File: src/hdl/rv_isa_pkg.sv
package rv_isa_pkg;

    // Integer register width of the core
    localparam int xlen = 64;

    typedef logic [4:0] reg_idx_t;
    typedef logic [xlen-1:0] xword_t;

    // Which pipe an instruction belongs to
    typedef enum logic [2:0] {
        op_int    = 3'd0,
        op_load   = 3'd1,
        op_store  = 3'd2,
        op_muldiv = 3'd3
    } op_class_e;

    // First operand source
    typedef enum logic [1:0] {
        opr1_rs1  = 2'd0,
        opr1_pc   = 2'd1,
        opr1_zero = 2'd2,
        opr1_zimm = 2'd3
    } opr1_sel_e;

    // Second operand source with code 3 left unused
    typedef enum logic [1:0] {
        opr2_rs2  = 2'd0,
        opr2_imm  = 2'd1,
        opr2_four = 2'd2
    } opr2_sel_e;

    typedef enum logic [1:0] {
        mem_byte   = 2'd0,
        mem_half   = 2'd1,
        mem_word   = 2'd2,
        mem_double = 2'd3
    } mem_width_e;

endpackage

File: src/hdl/issue_pkg.sv
package issue_pkg;

    // Instruction as handed over by decode
    typedef struct packed {
        rv_isa_pkg::xword_t     pc;
        rv_isa_pkg::xword_t     imm;
        rv_isa_pkg::reg_idx_t   rs1;
        rv_isa_pkg::reg_idx_t   rs2;
        rv_isa_pkg::reg_idx_t   rd;
        logic                   wb_en;
        rv_isa_pkg::op_class_e  op_class;
        rv_isa_pkg::opr1_sel_e  opr1_sel;
        rv_isa_pkg::opr2_sel_e  opr2_sel;
        logic [3:0]             alu_op;
        logic                   option;
        logic                   truncate;
        logic                   mem_sign;
        rv_isa_pkg::mem_width_e mem_width;
        logic [2:0]             md_op;
        logic                   muldiv;
    } decoded_instr_t;

    // One forwarding or stall point
    typedef struct packed {
        logic                 valid;
        rv_isa_pkg::reg_idx_t dst;
        rv_isa_pkg::xword_t   value;
    } bypass_tap_t;

    // Load/store memory stage
    typedef struct packed {
        logic                 busy_wb_en;
        rv_isa_pkg::reg_idx_t dst;
        rv_isa_pkg::xword_t   result;
        logic                 result_valid;
    } mem_tap_t;

    typedef struct packed {
        rv_isa_pkg::xword_t   pc;
        rv_isa_pkg::reg_idx_t dst;
        logic                 wb_en;
        logic [3:0]           alu_op;
        logic                 option;
        logic                 truncate;
        rv_isa_pkg::xword_t   operand1;
        rv_isa_pkg::xword_t   operand2;
    } int_req_t;

    typedef struct packed {
        rv_isa_pkg::xword_t     pc;
        rv_isa_pkg::reg_idx_t   dst;
        logic                   wb_en;
        rv_isa_pkg::xword_t     base;
        logic [11:0]            offset;
        rv_isa_pkg::xword_t     source;
        logic                   mem_sign;
        rv_isa_pkg::mem_width_e mem_width;
    } lsp_req_t;

    typedef struct packed {
        rv_isa_pkg::xword_t   pc;
        rv_isa_pkg::reg_idx_t dst;
        rv_isa_pkg::xword_t   operand1;
        rv_isa_pkg::xword_t   operand2;
        logic [2:0]           md_op;
        logic                 muldiv;
    } md_req_t;

    // At most one strobe per cycle
    typedef struct packed {
        logic to_int;
        logic to_lsp;
        logic to_md;
    } issue_sel_t;

endpackage

File: src/hdl/operand_bypass.sv
`timescale 1ns/1ps

module operand_bypass #(
    parameter bit enable_mem_fwd = 1'b0
) (
    input  rv_isa_pkg::reg_idx_t  src,
    input  rv_isa_pkg::xword_t    rf_data,
    input  issue_pkg::bypass_tap_t wbuf_tap,
    input  issue_pkg::bypass_tap_t ip_wb_tap,
    input  issue_pkg::bypass_tap_t lsp_wb_tap,
    input  issue_pkg::bypass_tap_t ip_ex_tap,
    input  logic                  ip_ex_stalled,
    input  issue_pkg::mem_tap_t   lsp_mem,
    input  issue_pkg::bypass_tap_t lsp_ag_tap,
    input  issue_pkg::bypass_tap_t md_issue_tap,
    input  issue_pkg::bypass_tap_t md_active_tap,
    output rv_isa_pkg::xword_t    value,
    output logic                  ready
);
    import rv_isa_pkg::*;
    import issue_pkg::*;

    function automatic logic tap_hit(input bypass_tap_t tap, input reg_idx_t idx);
        return tap.valid && (tap.dst == idx);
    endfunction

    // Walk from the oldest producer to the youngest so the newest value wins
    always_comb begin
        value = rf_data;
        ready = 1'b1;

        if (tap_hit(wbuf_tap, src)) begin
            value = wbuf_tap.value;
            ready = 1'b1;
        end
        if (tap_hit(ip_wb_tap, src)) begin
            value = ip_wb_tap.value;
            ready = 1'b1;
        end
        // Integer execute result forwards only once the pipe took the instruction
        if (tap_hit(ip_ex_tap, src)) begin
            value = ip_ex_tap.value;
            ready = 1'b1;
        end
        if (ip_ex_stalled && (ip_ex_tap.dst == src)) begin
            ready = 1'b0;
        end

        if (tap_hit(lsp_wb_tap, src)) begin
            value = lsp_wb_tap.value;
            ready = 1'b1;
        end
        // A load in the memory stage stalls unless its readout is forwarded early
        if (lsp_mem.busy_wb_en && (lsp_mem.dst == src)) begin
            ready = 1'b0;
            if (enable_mem_fwd && lsp_mem.result_valid) begin
                value = lsp_mem.result;
                ready = 1'b1;
            end
        end
        if (tap_hit(lsp_ag_tap, src)) begin
            ready = 1'b0;
        end

        // Muldiv results only come back through writeback
        if (tap_hit(md_issue_tap, src)) begin
            ready = 1'b0;
        end
        if (tap_hit(md_active_tap, src)) begin
            ready = 1'b0;
        end

        // x0 wins even over a stray write to x0 on any tap
        if (src == '0) begin
            value = '0;
            ready = 1'b1;
        end
    end

endmodule

File: src/hdl/issue_control.sv
`timescale 1ns/1ps

module issue_control #(
    parameter bit enable_mem_fwd = 1'b0
) (
    input  logic                      clk,
    input  logic                      rst,
    input  logic                      pipe_flush,
    input  issue_pkg::decoded_instr_t dec_instr,
    input  logic                      dec_valid,
    output logic                      dec_ready,
    output rv_isa_pkg::reg_idx_t      rf_src0,
    output rv_isa_pkg::reg_idx_t      rf_src1,
    input  rv_isa_pkg::xword_t        rf_data0,
    input  rv_isa_pkg::xword_t        rf_data1,
    input  issue_pkg::bypass_tap_t    wbuf_tap,
    input  issue_pkg::bypass_tap_t    ip_wb_tap,
    input  issue_pkg::bypass_tap_t    lsp_wb_tap,
    input  issue_pkg::bypass_tap_t    ip_fwd_value,
    input  issue_pkg::bypass_tap_t    md_active_tap,
    input  issue_pkg::mem_tap_t       lsp_mem,
    input  issue_pkg::int_req_t       int_req,
    input  logic                      int_valid,
    input  issue_pkg::lsp_req_t       lsp_req,
    input  logic                      lsp_valid,
    input  issue_pkg::md_req_t        md_req,
    input  logic                      md_valid,
    input  logic                      int_ready,
    input  logic                      lsp_ready,
    input  logic                      md_ready,
    output issue_pkg::issue_sel_t     issue,
    output rv_isa_pkg::xword_t        operand1,
    output rv_isa_pkg::xword_t        operand2
);
    import rv_isa_pkg::*;
    import issue_pkg::*;

    bypass_tap_t ip_ex_tap;
    bypass_tap_t lsp_ag_tap;
    bypass_tap_t md_issue_tap;
    logic        ip_ex_stalled;
    xword_t      rs1_value;
    xword_t      rs2_value;
    logic        rs1_ready;
    logic        rs2_ready;
    logic        out_of_reset;
    logic        ip_busy_rd;
    logic        lsp_busy_rd;
    logic        md_busy_rd;
    logic        opr_ready;
    logic        issue_ok;
    logic        any_issue;

    assign rf_src0 = dec_instr.rs1;
    assign rf_src1 = dec_instr.rs2;

    // Stall points rebuilt from what sits in the issue registers
    assign ip_ex_tap     = '{valid: int_valid && int_ready && int_req.wb_en,
                             dst: int_req.dst, value: ip_fwd_value.value};
    assign ip_ex_stalled = int_valid && !int_ready && int_req.wb_en;
    assign lsp_ag_tap    = '{valid: lsp_valid && lsp_req.wb_en, dst: lsp_req.dst, value: '0};
    assign md_issue_tap  = '{valid: md_valid, dst: md_req.dst, value: '0};

    operand_bypass #(.enable_mem_fwd(enable_mem_fwd)) u_bypass_rs1 (
        .src(dec_instr.rs1), .rf_data(rf_data0),
        .wbuf_tap(wbuf_tap), .ip_wb_tap(ip_wb_tap), .lsp_wb_tap(lsp_wb_tap),
        .ip_ex_tap(ip_ex_tap), .ip_ex_stalled(ip_ex_stalled), .lsp_mem(lsp_mem),
        .lsp_ag_tap(lsp_ag_tap), .md_issue_tap(md_issue_tap),
        .md_active_tap(md_active_tap), .value(rs1_value), .ready(rs1_ready)
    );

    operand_bypass #(.enable_mem_fwd(enable_mem_fwd)) u_bypass_rs2 (
        .src(dec_instr.rs2), .rf_data(rf_data1),
        .wbuf_tap(wbuf_tap), .ip_wb_tap(ip_wb_tap), .lsp_wb_tap(lsp_wb_tap),
        .ip_ex_tap(ip_ex_tap), .ip_ex_stalled(ip_ex_stalled), .lsp_mem(lsp_mem),
        .lsp_ag_tap(lsp_ag_tap), .md_issue_tap(md_issue_tap),
        .md_active_tap(md_active_tap), .value(rs2_value), .ready(rs2_ready)
    );

    always_comb begin
        case (dec_instr.opr1_sel)
            opr1_rs1:  operand1 = rs1_value;
            opr1_pc:   operand1 = dec_instr.pc;
            opr1_zero: operand1 = '0;
            opr1_zimm: operand1 = xword_t'(dec_instr.rs1);
        endcase
        case (dec_instr.opr2_sel)
            opr2_rs2:  operand2 = rs2_value;
            opr2_imm:  operand2 = dec_instr.imm;
            opr2_four: operand2 = xword_t'(4);
            default:   operand2 = '0;
        endcase
    end

    assign opr_ready = ((dec_instr.opr1_sel != opr1_rs1) || rs1_ready) &&
                       ((dec_instr.opr2_sel != opr2_rs2) || rs2_ready);

    // Pending writers of rd grouped by pipe
    assign ip_busy_rd  = (ip_wb_tap.valid && (ip_wb_tap.dst == dec_instr.rd)) ||
                         (int_valid && int_req.wb_en && (int_req.dst == dec_instr.rd));
    assign lsp_busy_rd = (lsp_mem.busy_wb_en && (lsp_mem.dst == dec_instr.rd)) ||
                         (lsp_ag_tap.valid && (lsp_ag_tap.dst == dec_instr.rd));
    assign md_busy_rd  = (md_issue_tap.valid && (md_issue_tap.dst == dec_instr.rd)) ||
                         (md_active_tap.valid && (md_active_tap.dst == dec_instr.rd));

    always_ff @(posedge clk) begin
        if (rst) begin
            out_of_reset <= 1'b0;
        end else begin
            out_of_reset <= 1'b1;
        end
    end

    assign issue_ok = out_of_reset && dec_valid && opr_ready && !pipe_flush;

    // A slower pipe must not retire its write after a younger one to the same rd
    assign issue.to_int = issue_ok && int_ready && (dec_instr.op_class == op_int) &&
                          !(dec_instr.wb_en && (lsp_busy_rd || md_busy_rd));
    assign issue.to_lsp = issue_ok && lsp_ready &&
                          ((dec_instr.op_class == op_load) ||
                           (dec_instr.op_class == op_store)) &&
                          !(dec_instr.wb_en && (ip_busy_rd || md_busy_rd));
    assign issue.to_md  = issue_ok && md_ready && (dec_instr.op_class == op_muldiv) &&
                          !(dec_instr.wb_en && lsp_busy_rd);

    assign any_issue = issue.to_int || issue.to_lsp || issue.to_md;
    assign dec_ready = out_of_reset && !(dec_valid && !any_issue && !pipe_flush);

endmodule

File: src/hdl/dispatch_regs.sv
`timescale 1ns/1ps

module dispatch_regs (
    input  logic                      clk,
    input  logic                      rst,
    input  logic                      pipe_flush,
    input  issue_pkg::decoded_instr_t dec_instr,
    input  issue_pkg::issue_sel_t     issue,
    input  rv_isa_pkg::xword_t        operand1,
    input  rv_isa_pkg::xword_t        operand2,
    output issue_pkg::int_req_t       int_req,
    output issue_pkg::lsp_req_t       lsp_req,
    output issue_pkg::md_req_t        md_req,
    output logic                      int_valid,
    output logic                      lsp_valid,
    output logic                      md_valid,
    input  logic                      int_ready,
    input  logic                      lsp_ready,
    input  logic                      md_ready
);

    // A new issue sets valid and otherwise a take or a flush drops it
    function automatic logic next_valid(input logic valid, input logic load,
                                        input logic ready, input logic flush);
        if (load) begin
            return 1'b1;
        end
        return valid && !(ready || flush);
    endfunction

    always_ff @(posedge clk) begin
        if (rst) begin
            int_valid <= 1'b0;
            lsp_valid <= 1'b0;
            md_valid  <= 1'b0;
        end else begin
            int_valid <= next_valid(int_valid, issue.to_int, int_ready, pipe_flush);
            lsp_valid <= next_valid(lsp_valid, issue.to_lsp, lsp_ready, pipe_flush);
            md_valid  <= next_valid(md_valid, issue.to_md, md_ready, pipe_flush);
        end
    end

    always_ff @(posedge clk) begin
        if (issue.to_int) begin
            int_req <= '{pc: dec_instr.pc, dst: dec_instr.rd, wb_en: dec_instr.wb_en,
                         alu_op: dec_instr.alu_op, option: dec_instr.option,
                         truncate: dec_instr.truncate,
                         operand1: operand1, operand2: operand2};
        end
        // Store data rides in source and the address is base plus offset
        if (issue.to_lsp) begin
            lsp_req <= '{pc: dec_instr.pc, dst: dec_instr.rd, wb_en: dec_instr.wb_en,
                         base: operand1, offset: dec_instr.imm[11:0], source: operand2,
                         mem_sign: dec_instr.mem_sign, mem_width: dec_instr.mem_width};
        end
        if (issue.to_md) begin
            md_req <= '{pc: dec_instr.pc, dst: dec_instr.rd,
                        operand1: operand1, operand2: operand2,
                        md_op: dec_instr.md_op, muldiv: dec_instr.muldiv};
        end
    end

    // Back-pressured requests stay put until the pipe takes them
    assert property (@(posedge clk) disable iff (rst)
        int_valid && !int_ready && !pipe_flush |=> int_valid && $stable(int_req))
        else $error("integer request changed under back-pressure");
    assert property (@(posedge clk) disable iff (rst)
        lsp_valid && !lsp_ready && !pipe_flush |=> lsp_valid && $stable(lsp_req))
        else $error("load/store request changed under back-pressure");
    assert property (@(posedge clk) disable iff (rst)
        md_valid && !md_ready && !pipe_flush |=> md_valid && $stable(md_req))
        else $error("muldiv request changed under back-pressure");

endmodule

File: src/hdl/issue_stage.sv
`timescale 1ns/1ps

module issue_stage #(
    parameter bit enable_mem_fwd = 1'b0
) (
    input  logic                      clk,
    input  logic                      rst,
    input  logic                      pipe_flush,
    // Decode side
    input  issue_pkg::decoded_instr_t dec_instr,
    input  logic                      dec_valid,
    output logic                      dec_ready,
    // Register file read ports
    output rv_isa_pkg::reg_idx_t      rf_src0,
    output rv_isa_pkg::reg_idx_t      rf_src1,
    input  rv_isa_pkg::xword_t        rf_data0,
    input  rv_isa_pkg::xword_t        rf_data1,
    // Forwarding and hazard taps
    input  issue_pkg::bypass_tap_t    wbuf_tap,
    input  issue_pkg::bypass_tap_t    ip_wb_tap,
    input  issue_pkg::bypass_tap_t    lsp_wb_tap,
    input  issue_pkg::bypass_tap_t    ip_fwd_value,
    input  issue_pkg::bypass_tap_t    md_active_tap,
    input  issue_pkg::mem_tap_t       lsp_mem,
    // Pipe requests
    output issue_pkg::int_req_t       int_req,
    output logic                      int_valid,
    input  logic                      int_ready,
    output issue_pkg::lsp_req_t       lsp_req,
    output logic                      lsp_valid,
    input  logic                      lsp_ready,
    output issue_pkg::md_req_t        md_req,
    output logic                      md_valid,
    input  logic                      md_ready
);
    import rv_isa_pkg::*;
    import issue_pkg::*;

    issue_sel_t issue;
    xword_t     operand1;
    xword_t     operand2;

    issue_control #(.enable_mem_fwd(enable_mem_fwd)) u_issue_control (
        .clk(clk), .rst(rst), .pipe_flush(pipe_flush),
        .dec_instr(dec_instr), .dec_valid(dec_valid), .dec_ready(dec_ready),
        .rf_src0(rf_src0), .rf_src1(rf_src1), .rf_data0(rf_data0), .rf_data1(rf_data1),
        .wbuf_tap(wbuf_tap), .ip_wb_tap(ip_wb_tap), .lsp_wb_tap(lsp_wb_tap),
        .ip_fwd_value(ip_fwd_value), .md_active_tap(md_active_tap), .lsp_mem(lsp_mem),
        .int_req(int_req), .int_valid(int_valid),
        .lsp_req(lsp_req), .lsp_valid(lsp_valid),
        .md_req(md_req), .md_valid(md_valid),
        .int_ready(int_ready), .lsp_ready(lsp_ready), .md_ready(md_ready),
        .issue(issue), .operand1(operand1), .operand2(operand2)
    );

    dispatch_regs u_dispatch_regs (
        .clk(clk), .rst(rst), .pipe_flush(pipe_flush),
        .dec_instr(dec_instr), .issue(issue),
        .operand1(operand1), .operand2(operand2),
        .int_req(int_req), .lsp_req(lsp_req), .md_req(md_req),
        .int_valid(int_valid), .lsp_valid(lsp_valid), .md_valid(md_valid),
        .int_ready(int_ready), .lsp_ready(lsp_ready), .md_ready(md_ready)
    );

endmodule

File: config.mk
export PLATFORM = sky130hd
export DESIGN_NAME = issue_stage
export DESIGN_NICKNAME = d
export VERILOG_FILES = /design/src/hdl/rv_isa_pkg.sv /design/src/hdl/issue_pkg.sv /design/src/hdl/operand_bypass.sv /design/src/hdl/issue_control.sv /design/src/hdl/dispatch_regs.sv /design/src/hdl/issue_stage.sv
export SDC_FILE = /design/constraint.sdc
export NUM_CORES = 1
export LEC_CHECK = 0
export ABC_AREA = 1
export BUFFER_PORTS_ARGS = -buffer_cell sky130_fd_sc_hd__buf_2
export CAP_MARGIN = 20
export CELL_PAD_IN_SITES_DETAIL_PLACEMENT = 1
export CELL_PAD_IN_SITES_GLOBAL_PLACEMENT = 1
export CORE_AREA = 2 2 521 523
export CTS_CLUSTER_DIAMETER = 150
export CTS_CLUSTER_SIZE = 30
export DETAILED_ROUTE_END_ITERATION = 10
export DIE_AREA = 0 0 523 525
export PLACE_DENSITY = 0.33
export SKIP_CTS_REPAIR_TIMING = 1
export SYNTH_ARGS = -nofsm -noshare
export SYNTH_HDL_FRONTEND = slang
export SYNTH_SLANG_ARGS = --single-unit
File: constraint.sdc
create_clock -name clk -period 15.8 [get_ports clk]
set_input_delay 2.37 -clock clk [delete_from_list [all_inputs] [get_ports clk]]
set_output_delay 2.37 -clock clk [all_outputs]
set_load 0.05 [all_outputs]
==> reports/results.ini, run 1 <==
[placed_design]
portBuffers=1216
post-place-cells=7450
gp_congestion=0.785
place_hpwl_mm=177
placement_setup_slack_ns=8.30

[synth]
postSynthAreaPerCell_um2=10.2
post_synth_main_area_contributors=edfxtp_1 (65%), nand2_1 (10%), nand3_1 (9.0%)
post-synth-top-area-fraction_pct=64.9
synth.yosys.warnings=0
synth_nets=3512
yosysSeqAreaShare_pct=65.2
ys_ff_latch=622
synth_cell_types=36
area_of_the_mapped_netlist_mm2=0.0286
synthCells=2792
post-synth-top-area-cell=edfxtp_1

[critical_path]
family_with_the_most_delay_on_the_worst_path=simple AND/OR/NAND/NOR gates
path_cells=buf_2 > inv_1 > nand2_1 > nand2_1 > nor2_1 > nand3_4 > nand3_1 > nand2_1 > nand2_1 > nand4_1 > nand2_1 > nor2_1 > nor2_1 > buf_2
critPathRequiredTime_ns=13.43
worst-endpoint-arrival_ns=5.08
path_max_fanout=12
crit_path_start_kind=primary input
worst-setup-path-type=primary input to primary output
critPathMostFrequentCell=nand2_1
cp_slowest_cell=buf_2
crit_buf_inv=3
critical_path.max_stage_delay_ns=0.37
setup.worst_path.end_class=primary output

[routing]
avgViaCountPerCell=3.55
route.antenna.remaining_nets=0
firstDrtPassIters=5
wirelength_mm=226
drt_first_iter_violations=1515
detailroute.via_count=26738
dr_drc_count=0
wl_per_cell_um=29.9

[clock_network]
clock_insertion_delay_worst_skew_ns=0.71
cts_max_path_buffers=3
cts.sinks=622
htree_levels=1
cts_buf_count=27
cts_tree=built
clockRootBuffer=clkbuf_16
clk_transition_reported_paths_ns=0.13

[power_and_ir_drop]
vdd_ir_drop_max_mv=0.0905
cellLeakagePower_nw=16.9
p_per_area_mw_per_mm2=80.0

[global_route]
grt_antenna_before_repair=223
grt_max_degree=80
grt_first_pass_wirelength_mm=288
grtUsageTotal_pct=15.7
grt_overflow_total=0
vias_in_the_first_global_route=27336

[timing]
setup_slack_ns=8.35
unrepaired_setup_endpoints_after_global_routing=false
worst_pin_slew_ns=1.04
finalSetupTns_ns=0
final_period_minus_worst_setup_slack_ns=7.45
timing.final.max_slew_violations=0
fmaxAchievable_mhz=134
finalSetupViolations=0
final.period_utilization_pct=47.1
clock-skew-final_ns=0.0433
timing.final.hold_violations=0
timing.max_slew.rel_slack_pct=30.4

[finish]
area_growth_syn_to_layout_pct=39.2
layout_common_cells=buf_2 (1216), nand2_1 (786), edfxtp_1 (618), nand3_1 (509), inv_1 (226)
layout-drive-gt1-share_pct=34.5
fillers=31763
ff_latch_area_mm2=0.0186
mostFrequentLayoutCell=buf_2
nNetsFinal=4629
post_layout_nonfiller_instances=7538
footprint_of_the_multi_input_gates_mm2=0.00834

[floorplan]
start_util_pct=10.6
rows=191
dieHeight_um=525
design.portCount=1352
floorplan_core_area_mm2=0.269
die-width_um=523
die_area_mm2=0.275

[flow_run]
max-cap-violations=0

[run_status]
run_status=finished, final reports clean

[hold_path]
hold_path.class=register to register

## sequential cells by signal, indices dropped and copies added (netlist names)
name                          count
u_dispatch_regs.int_req         204
u_issue_control.out_of_reset      1
u_dispatch_regs.lsp_valid         1
u_dispatch_regs.md_valid          1
u_dispatch_regs.lsp_req         213
u_dispatch_regs.int_valid         1
u_dispatch_regs.md_req          201
## path summary, 6_finish.rpt
| kind | to | start | slack (ns) | cells past startpoint |
|---|---|---|---|---|
| max reg2reg | u_dispatch_regs.int_req[4]$_DFFE_PP_ | u_dispatch_regs.md_req[136]$_DFFE_PP_ | 11.30 | 14 |
| min reg2reg | u_dispatch_regs.int_valid$_SDFF_PP0_ | u_dispatch_regs.int_valid$_SDFF_PP0_ | 0.55 | 2 |
| max | dec_ready | dec_instr[34] | 8.35 | 14 |
| min | u_dispatch_regs.int_valid$_SDFF_PP0_ | u_dispatch_regs.int_valid$_SDFF_PP0_ | 0.55 | 2 |
## metrics by stage
stage	hold slack, ns	cell area, µm²	power (mW)	utilization [%]
6_report	0.549	39800	3.18	14.8
5_1_grt	0.578	39700	3.32	14.8
4_1_cts	0.549	39700	3.26	14.7
3_5_place_dp	0.523	38900	2.31	14.4
3_3_place_gp	0.523	38900	2.31	14.4
2_1_floorplan	0.591	28600	2.05	-
## tightest hold or removal path, delay by kind of cell (launching register included)
family,cells,cell delay [ns]
simple gates,1,0.09
flops,1,0.37
compound gates,1,0.06
## metal layers
| layer | global-route usage (%) | routed length [µm] |
|---|---|---|
| met3 | 5.59 | 19300 |
| met4 | 2.21 | 4160 |
| met2 | 28.3 | 112000 |
| met5 | 0 | 1080 |
| met1 | 18.0 | 89200 |
## synth_stat cells
cell and number:
a22oi_1 1, a21oi_1 141, or2_0 7, inv_1 229, o211ai_1 42, nand3_2 1
a211oi_2 2, nor4_1 1, nor2_4 1, inv_2 7, a211oi_1 1, buf_2 52
nand4_1 1, nor3_1 6, nor4_4 1, xor2_1 9, o211ai_2 20, o22ai_1 19
nor2_2 2, o21a_1 1, buf_4 37, inv_4 3, clkbuf_1 78, o21ai_1 6
o21ai_0 52, or2_1 57, dfxtp_1 4, clkinv_1 1, nand2_2 4, nand2_1 788
nand3_1 512, buf_6 4, nor2_1 75, xnor2_1 4, buf_1 5, edfxtp_1 618
## cell families after synthesis
kind of cell    after synthesis  share of synthesized area [%]
simple gates               1456                           22.1
flops                       622                           65.2
buf+inv                     416                           6.30
compound gates              285                           6.04
xor+xnor                     13                          0.398
## final cells by class
type	count	share of cell area (%)
clock inverter	9	0.317
tap	3570	11.2
antenna	44	0.277
clock buffer	35	1.77
multi-input combinational	1754	20.9
inverter	240	2.36
sequential	622	46.8
timing repair buffer	1264	16.3
## power breakdown
group	total, mW	switching (mW)	internal (mW)
Clock	0.928	0.596	0.332
Sequential	1.83	0.00185	1.83
Combinational	0.428	0.310	0.117
Power figures use the tool's default switching activity.
==> run 2: changes to the inputs <==
CORE_AREA = 2 2 520 522   (was 2 2 521 523)
DIE_AREA = 0 0 522 524   (was 0 0 523 525)
clock period = 6.9 ns   (was 15.8 ns; I/O delays follow)
==> reports/results.ini, run 2 (synthesized netlist as in run 1, its figures left out) <==
[run_status]
run_status=finished, final reports clean

[timing]
timing.final.hold_violations=0  ; unchanged
final_period_minus_worst_setup_slack_ns=5.03
worst_pin_slew_ns=0.916  ; -0.129 ns
finalSetupViolations=0  ; unchanged
timing.max_slew.rel_slack_pct=38.9  ; +8.6 points
finalSetupTns_ns=0  ; unchanged
fin_worst_hold_slack_ns=0.454  ; -0.0952 ns
unrepaired_setup_endpoints_after_global_routing=false
final.period_utilization_pct=72.8
fmaxAchievable_mhz=199
clock-skew-final_ns=0.0562  ; +0.0129 ns
timing.final.max_slew_violations=0  ; unchanged

[finish]
mostFrequentLayoutCell=buf_2
layout_common_cells=buf_2 (1216), nand2_1 (786), edfxtp_1 (618), nand3_1 (509), inv_1 (226)
stdcell_area_mm2=0.0402  ; +0.99%
largestRegisters=u_dispatch_regs.lsp_req: 213 flops, u_dispatch_regs.int_req: 204 flops, u_dispatch_regs.md_req: 201 flops
nNetsFinal=4655  ; +0.56%
area_growth_syn_to_layout_pct=40.6
largest-register=u_dispatch_regs.lsp_req
layout-drive-gt1-share_pct=35.0  ; +0.51 points
largest_register_ff_count=213  ; unchanged

[floorplan]
die_area_mm2=0.274  ; -0.38%
rows=190  ; -0.52%
floorplan_core_area_mm2=0.267  ; -0.70%
dieHeight_um=524  ; -0.19%
start_util_pct=10.7  ; +0.075 points
die-width_um=522  ; -0.19%
design.portCount=1352  ; unchanged

[routing]
route.antenna.remaining_nets=0  ; unchanged
wirelength_mm=231  ; +2.3%
detailroute.via_count=27178  ; +1.6%
firstDrtPassIters=5  ; unchanged
avgViaCountPerCell=3.60  ; +1.5%
drt_first_iter_violations=1869  ; +23%
wl_per_cell_um=30.6  ; +2.2%
dr_drc_count=0  ; unchanged

[power_and_ir_drop]
cellLeakagePower_nw=17.1  ; +1.2%
vdd_ir_drop_max_mv=0.225  ; +150%
p_per_area_mw_per_mm2=186  ; +130%

[critical_path]
ff2ff_path_depth=14  ; unchanged
crit-reg2reg-launch=u_dispatch_regs.int_req[136]$_DFFE_PP_
crit_path_start_kind=primary input
critPathRequiredTime_ns=5.86  ; -7.57 ns
crit_path_start=dec_instr[34]
worst-endpoint-arrival_ns=3.99  ; -1.09 ns
ff2ff_setup_slack_ns=3.24  ; -8.06 ns
path_max_fanout=16  ; +4
rr_endpoint=u_dispatch_regs.int_req[80]$_DFFE_PP_
setup.worst_path.end_class=primary output
worst-setup-path-type=primary input to primary output

[clock_network]
clk_transition_reported_paths_ns=0.13  ; about the same
cts.sinks=622  ; unchanged
clock_insertion_delay_worst_skew_ns=0.76  ; +0.05 ns
cts_max_path_buffers=3  ; unchanged
htree_levels=1  ; unchanged
cts_tree=built
clockRootBuffer=clkbuf_16
cts_buf_count=29  ; +7.4%

[global_route]
grtUsageTotal_pct=16.1  ; +0.40 points
grt_antenna_before_repair=224  ; +0.45%
grt_first_pass_wirelength_mm=292  ; +1.4%
grt_overflow_total=0  ; unchanged
vias_in_the_first_global_route=27711  ; +1.4%
grt_max_degree=65  ; -19%

[placed_design]
place_hpwl_mm=183  ; +3.3%
gp_congestion=0.796  ; +1.5%
place_area_mm2=0.0391  ; +0.66%
portBuffers=1216  ; unchanged

[hold_path]
hold_end=u_dispatch_regs.lsp_req[1]$_DFFE_PP_
hold-path-cell-count=1  ; -1
timing.hold.worst.start=dec_instr[5]
hold_path.class=primary input to register

[flow_run]
max-cap-violations=0  ; unchanged

run 2: area by class of cell:
class / count / area (µm²)
clock buffer: 31 / 733
sequential: 622 / 18600
clock inverter: 12 / 221
antenna: 50 / 125
tap: 3552 / 4440
inverter: 240 / 941
timing repair buffer: 1288 / 6780
multi-input combinational: 1754 / 8340
fill: 31544 / 227000
run 2: power by group:
group	switching (mW)	leakage [nW]	internal (mW)	total, mW
logic	0.711	10.8	0.272	0.984
clock network	1.47	0.449	0.825	2.29
registers	0.00434	5.92	4.18	4.19
total	2.18	17.1	5.28	7.46
run 2: layer usage:
metal,track usage [%],up-vias,share of wire [%]
met5,0,-,0.45
met4,2.03,166,1.9
met3,6.47,425,9.5
met2,28.6,1258,49
met1,18.5,13420,39
li1,-,11909,-
run 2: critical path: stages:
cell and delay, ns:
buf_2 0.38, inv_1 0.27, nand2_1 0.11, nand2_1 0.05, nor2_1 0.19, nand3_4 0.44
nand3_1 0.26, nand2_1 0.07, nand2_1 0.18, nand4_1 0.31, nand2_1 0.15, nor2_1 0.06
nor2_1 0.10, buf_2 0.29
run 2: how the worst max path moves through the flow:
stage	to	slack (ns)	depth (start not counted)
after detailed placement	dec_ready	1.78	14
final	dec_ready	1.87	14
after CTS	dec_ready	1.78	14
after global routing	dec_ready	1.64	14
after floorplan	u_dispatch_regs.lsp_req[0]$_DFFE_PP_	0.11	11
after global placement	u_dispatch_regs.int_req[104]$_DFFE_PP_	1.74	13
run 2: per-stage QoR:
step / util [%] / power [mW] / setup WS, ns / cells
4_1_cts: 15.0 / 7.63 / 1.78 / 7499
6_report: 15.0 / 7.46 / 1.87 / 7549
5_1_grt: 15.0 / 7.75 / 1.64 / 7512
2_1_floorplan: - / 4.69 / 0.110 / 2792
3_5_place_dp: 14.6 / 5.29 / 1.78 / 7456
3_3_place_gp: 14.6 / 5.29 / 1.74 / 7456
